`config.mk`:
```
export PLATFORM = sky130hd
export DESIGN_NAME = am_lock_top
export DESIGN_NICKNAME = d
export VERILOG_FILES = /design/src/hdl/am_lock_pkg.sv /design/src/hdl/am_lock_top.sv /design/src/hdl/am_lock_cfg_regs.sv /design/src/hdl/am_lock_fsm.sv /design/src/hdl/am_comparator.sv
export SDC_FILE = /design/constraint.sdc
export NUM_CORES = 1
export LEC_CHECK = 0
export ABC_AREA = 1
export BUFFER_PORTS_ARGS = -buffer_cell sky130_fd_sc_hd__buf_2
export CELL_PAD_IN_SITES_DETAIL_PLACEMENT = 0
export CELL_PAD_IN_SITES_GLOBAL_PLACEMENT = 2
export CORE_ASPECT_RATIO = 1.5
export CORE_MARGIN = 3
export CORE_UTILIZATION = 33
export DETAILED_ROUTE_END_ITERATION = 16
export PLACE_DENSITY_LB_ADDON = 0.1
export SLEW_MARGIN = 10
export SYNTH_ARGS = -nofsm -noshare
export SYNTH_HDL_FRONTEND = slang
export SYNTH_SLANG_ARGS = --single-unit
```
`constraint.sdc`:
```
create_clock -name i_clock -period 3.3 [get_ports i_clock]
set_input_delay 0.66 -clock i_clock [delete_from_list [all_inputs] [get_ports i_clock]]
set_output_delay 0.66 -clock i_clock [all_outputs]
set_load 0.05 [all_outputs]
```
`src/hdl/am_lock_pkg.sv`:
```
package am_lock_pkg;

	localparam int MAX_ALIGNERS = 20;
	localparam int CFG_THR_W    = 5;   // lock and unlock threshold width

	// M0,M1,M2 of each pcs lane marker, M4..M6 are the bitwise inverse
	localparam logic [23:0] AM_PATTERNS [MAX_ALIGNERS] = '{
		24'hC16821,
		24'h9D718E,
		24'h594BE8,
		24'h4D957B,
		24'hF50709,
		24'hDD14C2,
		24'h9A4A26,
		24'h7B4566,
		24'hA02476,
		24'h68C9FB,
		24'hFD6C99,
		24'hB99155,
		24'h5CB9B2,
		24'h1AF8BD,
		24'h83C7CA,
		24'h3536CD,
		24'hC4314C,
		24'hADD6B7,
		24'h5F662A,
		24'hC0F0E5   // lane 19
	};

	typedef struct packed {
		logic [1:0] sync_hdr;
		logic [7:0] m0;
		logic [7:0] m1;
		logic [7:0] m2;
		logic [7:0] bip3;
		logic [7:0] m4;
		logic [7:0] m5;
		logic [7:0] m6;
		logic [7:0] bip7;
	} t_am_fields;

	typedef struct packed {
		logic [1:0]  sync_hdr;
		logic [63:0] payload;
	} t_data_fields;

	// one 66-bit block, seen as a marker or as plain data
	typedef union packed {
		t_am_fields   am;
		t_data_fields data;
	} t_block;

	typedef struct packed {
		logic                 enable;
		logic [CFG_THR_W-1:0] lock_thr;
		logic [CFG_THR_W-1:0] unlock_thr;
	} t_am_cfg;

	typedef struct packed {
		logic am_lock;
		logic resync_by_am_start;
		logic start_of_lane;
		logic restore_am;
		logic search_timer_done;
	} t_am_status;

endpackage
```
`src/hdl/am_lock_top.sv`:
```
`timescale 1ns/1ns

module am_lock_top
#(
	parameter int N_ALIGNERS = 20,
	parameter int N_BLOCKS   = 16383
)
(
	input  logic                      i_clock,
	input  logic                      i_rst_n,
	input  logic                      i_block_lock,
	input  logic                      i_valid,
	input  am_lock_pkg::t_block       i_block,
	input  logic                      i_cfg_we,
	input  logic [1:0]                i_cfg_addr,
	input  logic [7:0]                i_cfg_wdata,

	output am_lock_pkg::t_am_status   o_status,
	output logic [N_ALIGNERS-1:0]     o_match_mask,
	output logic [7:0]                o_cfg_rdata
);

	import am_lock_pkg::*;

	logic                   cmp_valid;
	logic                   cmp_am_valid;
	logic [N_ALIGNERS-1:0]  match_vector;
	t_am_cfg                cfg;

	// one cycle decode stage
	am_comparator #(
		.N_ALIGNERS (N_ALIGNERS)
	) u_comparator (
		.i_clock        (i_clock),
		.i_rst_n        (i_rst_n),
		.i_valid        (i_valid),
		.i_block        (i_block),
		.i_match_mask   (o_match_mask),
		.o_valid        (cmp_valid),
		.o_match_vector (match_vector),
		.o_am_valid     (cmp_am_valid)
	);

	am_lock_fsm #(
		.N_ALIGNERS (N_ALIGNERS),
		.N_BLOCKS   (N_BLOCKS)
	) u_fsm (
		.i_clock        (i_clock),
		.i_rst_n        (i_rst_n),
		.i_block_lock   (i_block_lock),   // not delayed, lock drops on next edge
		.i_valid        (cmp_valid),
		.i_am_valid     (cmp_am_valid),
		.i_match_vector (match_vector),
		.i_cfg          (cfg),
		.o_match_mask   (o_match_mask),
		.o_status       (o_status)
	);

	am_lock_cfg_regs u_cfg_regs (
		.i_clock     (i_clock),
		.i_rst_n     (i_rst_n),
		.i_cfg_we    (i_cfg_we),
		.i_cfg_addr  (i_cfg_addr),
		.i_cfg_wdata (i_cfg_wdata),
		.i_am_lock   (o_status.am_lock),
		.o_cfg       (cfg),
		.o_cfg_rdata (o_cfg_rdata)
	);

endmodule

```
`src/hdl/am_lock_cfg_regs.sv`:
```
`timescale 1ns/1ns

module am_lock_cfg_regs
(
	input  logic                   i_clock,
	input  logic                   i_rst_n,
	input  logic                   i_cfg_we,
	input  logic [1:0]             i_cfg_addr,
	input  logic [7:0]             i_cfg_wdata,
	input  logic                   i_am_lock,

	output am_lock_pkg::t_am_cfg   o_cfg,
	output logic [7:0]             o_cfg_rdata
);

	import am_lock_pkg::*;

	localparam logic [1:0] ADDR_ENABLE = 2'd0;
	localparam logic [1:0] ADDR_LOCK   = 2'd1;
	localparam logic [1:0] ADDR_UNLOCK = 2'd2;
	localparam logic [1:0] ADDR_STATUS = 2'd3;

	t_am_cfg cfg;
	logic    am_lock_q;   // previous lock, for edge detect
	logic    lock_lost;

	always_ff @(posedge i_clock or negedge i_rst_n)
	begin
		if (!i_rst_n)
			cfg <= '{enable: 1'b1, lock_thr: CFG_THR_W'(1), unlock_thr: CFG_THR_W'(3)};
		else if (i_cfg_we)
		begin
			case (i_cfg_addr)
				ADDR_ENABLE: cfg.enable     <= i_cfg_wdata[0];
				ADDR_LOCK:   cfg.lock_thr   <= i_cfg_wdata[CFG_THR_W-1:0];
				ADDR_UNLOCK: cfg.unlock_thr <= i_cfg_wdata[CFG_THR_W-1:0];
				default:     ;   // status handled below
			endcase
		end
	end

	always_ff @(posedge i_clock or negedge i_rst_n)
	begin
		if (!i_rst_n)
		begin
			am_lock_q <= 1'b0;
			lock_lost <= 1'b0;
		end
		else
		begin
			am_lock_q <= i_am_lock;
			if (am_lock_q && !i_am_lock)   // a new loss beats the clear
				lock_lost <= 1'b1;
			else if (i_cfg_we && i_cfg_addr == ADDR_STATUS)
				lock_lost <= 1'b0;
		end
	end

	always_comb
	begin
		case (i_cfg_addr)
			ADDR_ENABLE: o_cfg_rdata = {7'b0, cfg.enable};
			ADDR_LOCK:   o_cfg_rdata = 8'(cfg.lock_thr);
			ADDR_UNLOCK: o_cfg_rdata = 8'(cfg.unlock_thr);
			default:     o_cfg_rdata = {6'b0, lock_lost, i_am_lock};
		endcase
	end

	assign o_cfg = cfg;

endmodule

```
`src/hdl/am_lock_fsm.sv`:
```
`timescale 1ns/1ns

module am_lock_fsm
#(
	parameter int N_ALIGNERS = 20,
	parameter int N_BLOCKS   = 16383
)
(
	input  logic                      i_clock,
	input  logic                      i_rst_n,
	input  logic                      i_block_lock,
	input  logic                      i_valid,
	input  logic                      i_am_valid,
	input  logic [N_ALIGNERS-1:0]     i_match_vector,
	input  am_lock_pkg::t_am_cfg      i_cfg,

	output logic [N_ALIGNERS-1:0]     o_match_mask,
	output am_lock_pkg::t_am_status   o_status
);

	import am_lock_pkg::*;

	localparam logic [3:0] INIT     = 4'b1000;
	localparam logic [3:0] WAIT_1ST = 4'b0100;
	localparam logic [3:0] WAIT_2ND = 4'b0010;
	localparam logic [3:0] LOCKED   = 4'b0001;

	localparam int NB_COUNTER = $clog2(N_BLOCKS + 1);
	localparam logic [NB_COUNTER-1:0] TIMER_START = NB_COUNTER'(1);
	localparam logic [NB_COUNTER-1:0] TIMER_END   = NB_COUNTER'(N_BLOCKS);

	logic [3:0]             state, next_state;
	logic [N_ALIGNERS-1:0]  match_mask, match_mask_next;
	logic                   am_lock, am_lock_next;
	logic                   restore_am, restore_am_next;
	logic                   resync;
	logic                   reset_timer_search, reset_timer_lock;
	logic [NB_COUNTER-1:0]  timer_search, timer_lock;
	logic [CFG_THR_W-1:0]   valid_count, invalid_count;
	logic                   advance;
	logic                   timer_search_done, start_of_lane;
	logic                   valid_count_full, invalid_count_full;

	assign advance            = i_valid && i_cfg.enable;
	assign timer_search_done  = (timer_search == TIMER_END);
	assign start_of_lane      = (timer_lock == TIMER_END);
	assign valid_count_full   = (valid_count == i_cfg.lock_thr);
	assign invalid_count_full = (invalid_count == i_cfg.unlock_thr);

	always_ff @(posedge i_clock or negedge i_rst_n)
	begin
		if (!i_rst_n)
		begin
			state      <= INIT;
			am_lock    <= 1'b0;
			match_mask <= '1;
		end
		else if (!i_block_lock)   // block lock gone, start over
		begin
			state      <= INIT;
			am_lock    <= 1'b0;
			match_mask <= '1;
		end
		else if (advance)
		begin
			state      <= next_state;
			am_lock    <= am_lock_next;
			match_mask <= match_mask_next;
		end
	end

	always_comb
	begin
		next_state         = state;
		am_lock_next       = am_lock;
		match_mask_next    = match_mask;
		restore_am_next    = 1'b0;
		reset_timer_search = 1'b0;
		reset_timer_lock   = 1'b0;
		case (state)
			INIT:
			begin
				am_lock_next    = 1'b0;
				match_mask_next = '1;
				next_state      = WAIT_1ST;
			end
			WAIT_1ST:
			begin
				if (i_am_valid)
				begin
					match_mask_next    = i_match_vector;   // follow this lane only
					restore_am_next    = 1'b1;
					reset_timer_search = 1'b1;
					reset_timer_lock   = 1'b1;
					next_state         = WAIT_2ND;
				end
			end
			WAIT_2ND:
			begin
				if (timer_search_done && i_am_valid)
				begin
					restore_am_next = 1'b1;
					if (valid_count_full)
					begin
						am_lock_next       = 1'b1;
						reset_timer_search = 1'b1;
						reset_timer_lock   = 1'b1;
						next_state         = LOCKED;
					end
				end
				else if (timer_search_done)
				begin
					match_mask_next = '1;   // second marker missing
					next_state      = WAIT_1ST;
				end
			end
			LOCKED:
			begin
				if (timer_search_done && i_am_valid)
				begin
					restore_am_next = 1'b1;
				end
				else if (timer_search_done && invalid_count_full)
				begin
					am_lock_next    = 1'b0;
					match_mask_next = '1;
					next_state      = WAIT_1ST;
				end
			end
			default:
			begin
				next_state = INIT;
			end
		endcase
	end

	// pulses last one clock even when valid drops
	always_ff @(posedge i_clock or negedge i_rst_n)
	begin
		if (!i_rst_n)
		begin
			restore_am <= 1'b0;
			resync     <= 1'b0;
		end
		else
		begin
			restore_am <= i_block_lock && advance && restore_am_next;
			resync     <= i_block_lock && advance && am_lock_next && !am_lock
				&& (timer_lock != timer_search);
		end
	end

	// consecutive good markers, only meaningful while confirming
	always_ff @(posedge i_clock or negedge i_rst_n)
	begin
		if (!i_rst_n)
			valid_count <= '0;
		else if (!i_block_lock)
			valid_count <= '0;
		else if (advance && state != WAIT_2ND)
			valid_count <= '0;
		else if (advance && timer_search_done)
			valid_count <= i_am_valid ? valid_count + 1'b1 : '0;
	end

	// missed markers since lock
	always_ff @(posedge i_clock or negedge i_rst_n)
	begin
		if (!i_rst_n)
			invalid_count <= '0;
		else if (!i_block_lock)
			invalid_count <= '0;
		else if (advance && state != LOCKED)
			invalid_count <= '0;
		else if (advance && timer_search_done && !i_am_valid)
			invalid_count <= invalid_count + 1'b1;
	end

	always_ff @(posedge i_clock or negedge i_rst_n)
	begin
		if (!i_rst_n)
		begin
			timer_search <= TIMER_START;
			timer_lock   <= TIMER_START;
		end
		else if (!i_block_lock)
		begin
			timer_search <= TIMER_START;
			timer_lock   <= TIMER_START;
		end
		else if (advance)
		begin
			timer_search <= (reset_timer_search || timer_search_done) ?
				TIMER_START : timer_search + 1'b1;
			timer_lock   <= (reset_timer_lock || start_of_lane) ?
				TIMER_START : timer_lock + 1'b1;
		end
	end

	assign o_match_mask                = match_mask;
	assign o_status.am_lock            = am_lock;
	assign o_status.resync_by_am_start = resync;
	assign o_status.start_of_lane      = start_of_lane;
	assign o_status.restore_am         = restore_am;
	assign o_status.search_timer_done  = timer_search_done;

endmodule

```
`src/hdl/am_comparator.sv`:
```
`timescale 1ns/1ns

module am_comparator
#(
	parameter int N_ALIGNERS = 20
)
(
	input  logic                    i_clock,
	input  logic                    i_rst_n,
	input  logic                    i_valid,
	input  am_lock_pkg::t_block     i_block,
	input  logic [N_ALIGNERS-1:0]   i_match_mask,

	output logic                    o_valid,
	output logic [N_ALIGNERS-1:0]   o_match_vector,
	output logic                    o_am_valid
);

	import am_lock_pkg::*;

	t_am_fields             am;
	logic                   hdr_ok;
	logic [23:0]            m_low;    // M0..M2
	logic [23:0]            m_high;   // M4..M6
	logic [N_ALIGNERS-1:0]  match_comb;

	assign am     = i_block.am;
	assign hdr_ok = (am.sync_hdr == 2'b10);   // control block header
	assign m_low  = {am.m0, am.m1, am.m2};
	assign m_high = {am.m4, am.m5, am.m6};

	// all lanes compared in parallel
	always_comb
	begin
		for (int i = 0; i < N_ALIGNERS; i++)
		begin
			match_comb[i] = hdr_ok
				&& (m_low == AM_PATTERNS[i])
				&& (m_high == ~AM_PATTERNS[i]);
		end
	end

	// strobe and masked marker flag
	always_ff @(posedge i_clock or negedge i_rst_n)
	begin
		if (!i_rst_n)
		begin
			o_valid    <= 1'b0;
			o_am_valid <= 1'b0;
		end
		else
		begin
			o_valid    <= i_valid;
			o_am_valid <= i_valid && |(match_comb & i_match_mask);
		end
	end

	// lane hits travel alongside the flag
	always_ff @(posedge i_clock)
	begin
		o_match_vector <= match_comb;
	end

endmodule

```
==> results.sh <==
export IMPL_clock_latency_ns=0.35
export IMPL_drive_gt1_share_pct=16.3
export IMPL_critPathMostFrequentCell="nor2_1"
export IMPL_start_kind="flip-flop"
export IMPL_p_leak_nw=3.71
export IMPL_critical_path_required_ns=2.64
export IMPL_synthTopCellsByArea="dfrtp_1 19%, nand2_1 16%, nor2_1 12%, dfstp_2 10%, inv_1 8.0%"
export IMPL_cp_top_family="simple AND/OR/NAND/NOR gates"
export IMPL_fin_util_pct=39.1
export IMPL_outcome="finished, final reports clean"
export IMPL_path_class="reg -> out"
export IMPL_port_buffers=91
export IMPL_max_freq_mhz=326
export IMPL_gr_total_overflow=0
export IMPL_antenna_left=0
export IMPL_ys_ff_latch=100
export IMPL_setup_viol=0
export IMPL_vdd_drop_max_mv=0.325
export IMPL_finalCriticalPeriod_ns=3.06
export IMPL_placementRows=64
export IMPL_gp_congestion=0.937
export IMPL_yosysSeqAreaShare_pct=34.6
export IMPL_place_ws_ns=0.566
export IMPL_grt_max_degree=81
export IMPL_maxSlewHeadroom_pct=61.7
export IMPL_dr_total_vias=6915
export IMPL_first_pass_iters=5
export IMPL_ioPinCount=114
export IMPL_initial_utilization_pct=34.1
export IMPL_postCtsSetupBuffers=0
export IMPL_post_route_worst_setup_slack_ns=0.236
export IMPL_yosysUniqueCellTypes=44
export IMPL_clock_path_buffers=2
export IMPL_cts_root_buf="clkbuf_16"
export IMPL_totalWireLength_mm=25.1
export IMPL_syn_avg_cell_area_sq_um=6.44
export IMPL_slowest_delay_ns=0.58
export IMPL_routedWlPerCell_um=17.3
export IMPL_die_y_um=185
export IMPL_viasPerCell=4.76
export IMPL_cp_slowest_cell="dfstp_2"
export IMPL_core_sq_um=20700
export IMPL_path_buf_inv=3
export IMPL_cts_resized=0
export IMPL_rsz0062_at_grt="no"
export IMPL_synth_flop_cell="dfrtp_1"
export IMPL_yosys_area_top_type="dfrtp_1"
export IMPL_drv_cap=0
export IMPL_finalMaxSlewViolations=0
export IMPL_setup_tns_ns=0
export IMPL_drc_errors=0
export IMPL_dp_hpwl_mm=21.3
export IMPL_grt_antenna_before_repair=0
export IMPL_cts_buffers=9
export IMPL_num_antenna_cells=0
export IMPL_crit_chain="ha_1 > nand3_1 > nor2_1 > nand3_1 > nor2_1 > inv_2 > nor2_1 > nand2_1 > inv_1 > buf_2"
export IMPL_clock_skew_ns=0.00864
export IMPL_power_density_nw_per_um2=513
export IMPL_fin_crit_sh_pct=92.9
export IMPL_synth_warnings=0
export IMPL_htree_num_levels=3
export IMPL_fill_cells=2335
export IMPL_cts_sinks=100
export IMPL_grt_pass1_wl_mm=38.5
export IMPL_fp_dieW_um=125
export IMPL_end_kind="output port"
export IMPL_hp_class="in -> async"
export IMPL_grt_util_all_layers_pct=21.8
export IMPL_tightest_slew_ns=0.572
export IMPL_grt_pass1_vias=6910
export IMPL_holdBufCountCts=0
export IMPL_async_flop_share_pct=80.0
export IMPL_synth_area_sq_um=7040
export IMPL_cts_tree="done"
export IMPL_synthDominantCellAreaShare_pct=18.9
export IMPL_drt_first_iter_violations=272
export IMPL_nets=1269
export IMPL_syn_inst=1092
export IMPL_synth_edff_count=0
export IMPL_crit_arrival_ns=2.40
export IMPL_areaGrowthSynthToFinish_pct=14.7
export IMPL_die_area_sq_um=23100
export IMPL_path_clk_slew_ns=0.06
export IMPL_hold_viol=0
export IMPL_path_max_fanout=6
[metrics by stage]
| stage | hold slack (ns) | std cells | cell area [sq um] | power [mW] |
|---|---|---|---|---|
| after CTS | 0.348 | 1453 | 8070 | 4.21 |
| after global routing | 0.348 | 1453 | 8070 | 4.38 |
| after detailed placement | 0.425 | 1437 | 7750 | 3.08 |
| final | 0.306 | 1453 | 8070 | 4.14 |
| after floorplan | 0.364 | 1094 | 7040 | 2.67 |
| after global placement | 0.433 | 1437 | 7750 | 3.07 |
[placed cells by master (no fill, tap or decap), drive strengths merged, types with 7 or more instances in the layout]
cell	count
a21oi	14
buf	97
clkbuf	15
dfrtp	53
dfstp	27
dfxtp	20
inv	157
nand2	305
nand3	72
nand4	22
nor2	240
nor3	10
nor4	23
o21ai	71
o22ai	7
xnor2	8
xor2	15
[kinds of logic (layout without fill, tap and decap cells)]
group / after synthesis / after routing / synth area share (%)
xor gates and xnor gates: 23 / 23 / 2.86
AOI/OAI and AO/OA: 108 / 108 / 10.0
DFF: 100 / 100 / 34.6
buffers and inverters: 174 / 269 / 10.2
adders and majority gates: 4 / 4 / 0.711
and+or+nand+nor: 682 / 682 / 41.5
other: 1 / 3 / 0.0533
[worst paths after layout]
path                                              startpoint                            endpoint  slack, ns  depth (start not counted)
setup / recovery             u_fsm.timer_lock[0]$_DFFE_PN1N_                         o_status[2]       0.24                         10
hold / removal                                       i_rst_n     u_cfg_regs.o_cfg[7]$_DFFE_PN0P_       0.31                          2
setup reg to reg           u_fsm.timer_search[0]$_DFFE_PN1N_  u_fsm.o_match_mask[19]$_DFFE_PN1P_       0.77                         12
hold reg to reg                    u_fsm.am_lock$_DFFE_PN0N_      u_cfg_regs.am_lock_q$_DFF_PN0_       0.43                          0
max in group asynchronous                            i_rst_n     u_fsm.timer_lock[0]$_DFFE_PN1N_       2.57                          2
min in group i_clock               u_fsm.am_lock$_DFFE_PN0N_      u_cfg_regs.am_lock_q$_DFF_PN0_       0.43                          0
[worst reg2reg max path: cells and delay by family (launching register included)]
family	cells	cell delay, ns
simple gates	9	1.51
compound gates	1	0.07
fa+ha+maj	1	0.22
flops	1	0.57
buf+inv	1	0.09
[cells in the mapped netlist, types with 2 or more instances]
cell,instances
a22oi_1,2
a22o_1,4
clkbuf_1,5
o22ai_1,7
xnor2_1,8
o21bai_1,2
dfstp_2,27
nor2_4,3
nor2_1,233
o21ai_0,35
nor2_2,4
inv_2,6
nor4_1,23
nand3_4,2
nand4_1,20
dfxtp_1,20
nor3_1,9
a21oi_1,14
buf_4,8
nand3_2,2
buf_6,5
dfrtp_1,53
inv_1,150
nand2_1,303
nand2_2,2
xor2_1,15
nand4_4,2
nand3b_1,4
a31oi_1,2
ha_1,4
o21ai_1,6
nand3_1,68
or2_2,3
o31ai_1,2
o21ai_2,30
[layer usage]
layer  wire (um)  vias up  global-route usage [%]
li1            -     3627                       -
met1        9450     3103                    22.4
met2       13500      131                    42.4
met3         633       54                    2.05
met4        1550        0                    13.1
met5           0        -                       0
[report_power, final]
part | internal (mW) | total, mW | switching, mW
clock network | 0.649 | 1.11 | 0.460
registers | 1.50 | 1.71 | 0.211
logic | 0.345 | 1.32 | 0.974
[layout make-up]
| class | instances | area, sq um | area share (%) |
|---|---|---|---|
| clock buffers | 15 | 310 | 3.84 |
| clock inverters | 1 | 8.76 | 0.108 |
| inverters | 156 | 586 | 7.25 |
| multi-input cells | 820 | 3890 | 48.1 |
| flip-flops and latches | 100 | 2440 | 30.2 |
| well taps | 264 | 330 | 4.09 |
| repair buffers | 97 | 515 | 6.39 |
[state kept, by name, summed over array words and instances (netlist names)]
register                     flops
u_comparator.o_match_vector     20
u_fsm.state                      4
u_comparator.o_am_valid          1
u_cfg_regs.am_lock_q             1
u_fsm.o_match_mask              20
u_fsm.am_lock                    1
u_cfg_regs.o_cfg                11
u_fsm.resync                     1
u_fsm.invalid_count              5
u_fsm.restore_am                 1
u_comparator.o_valid             1
u_fsm.valid_count                5
u_fsm.timer_lock                14
u_cfg_regs.lock_lost             1
u_fsm.timer_search              14
No activity file was read; power rests on OpenSTA's default activity.
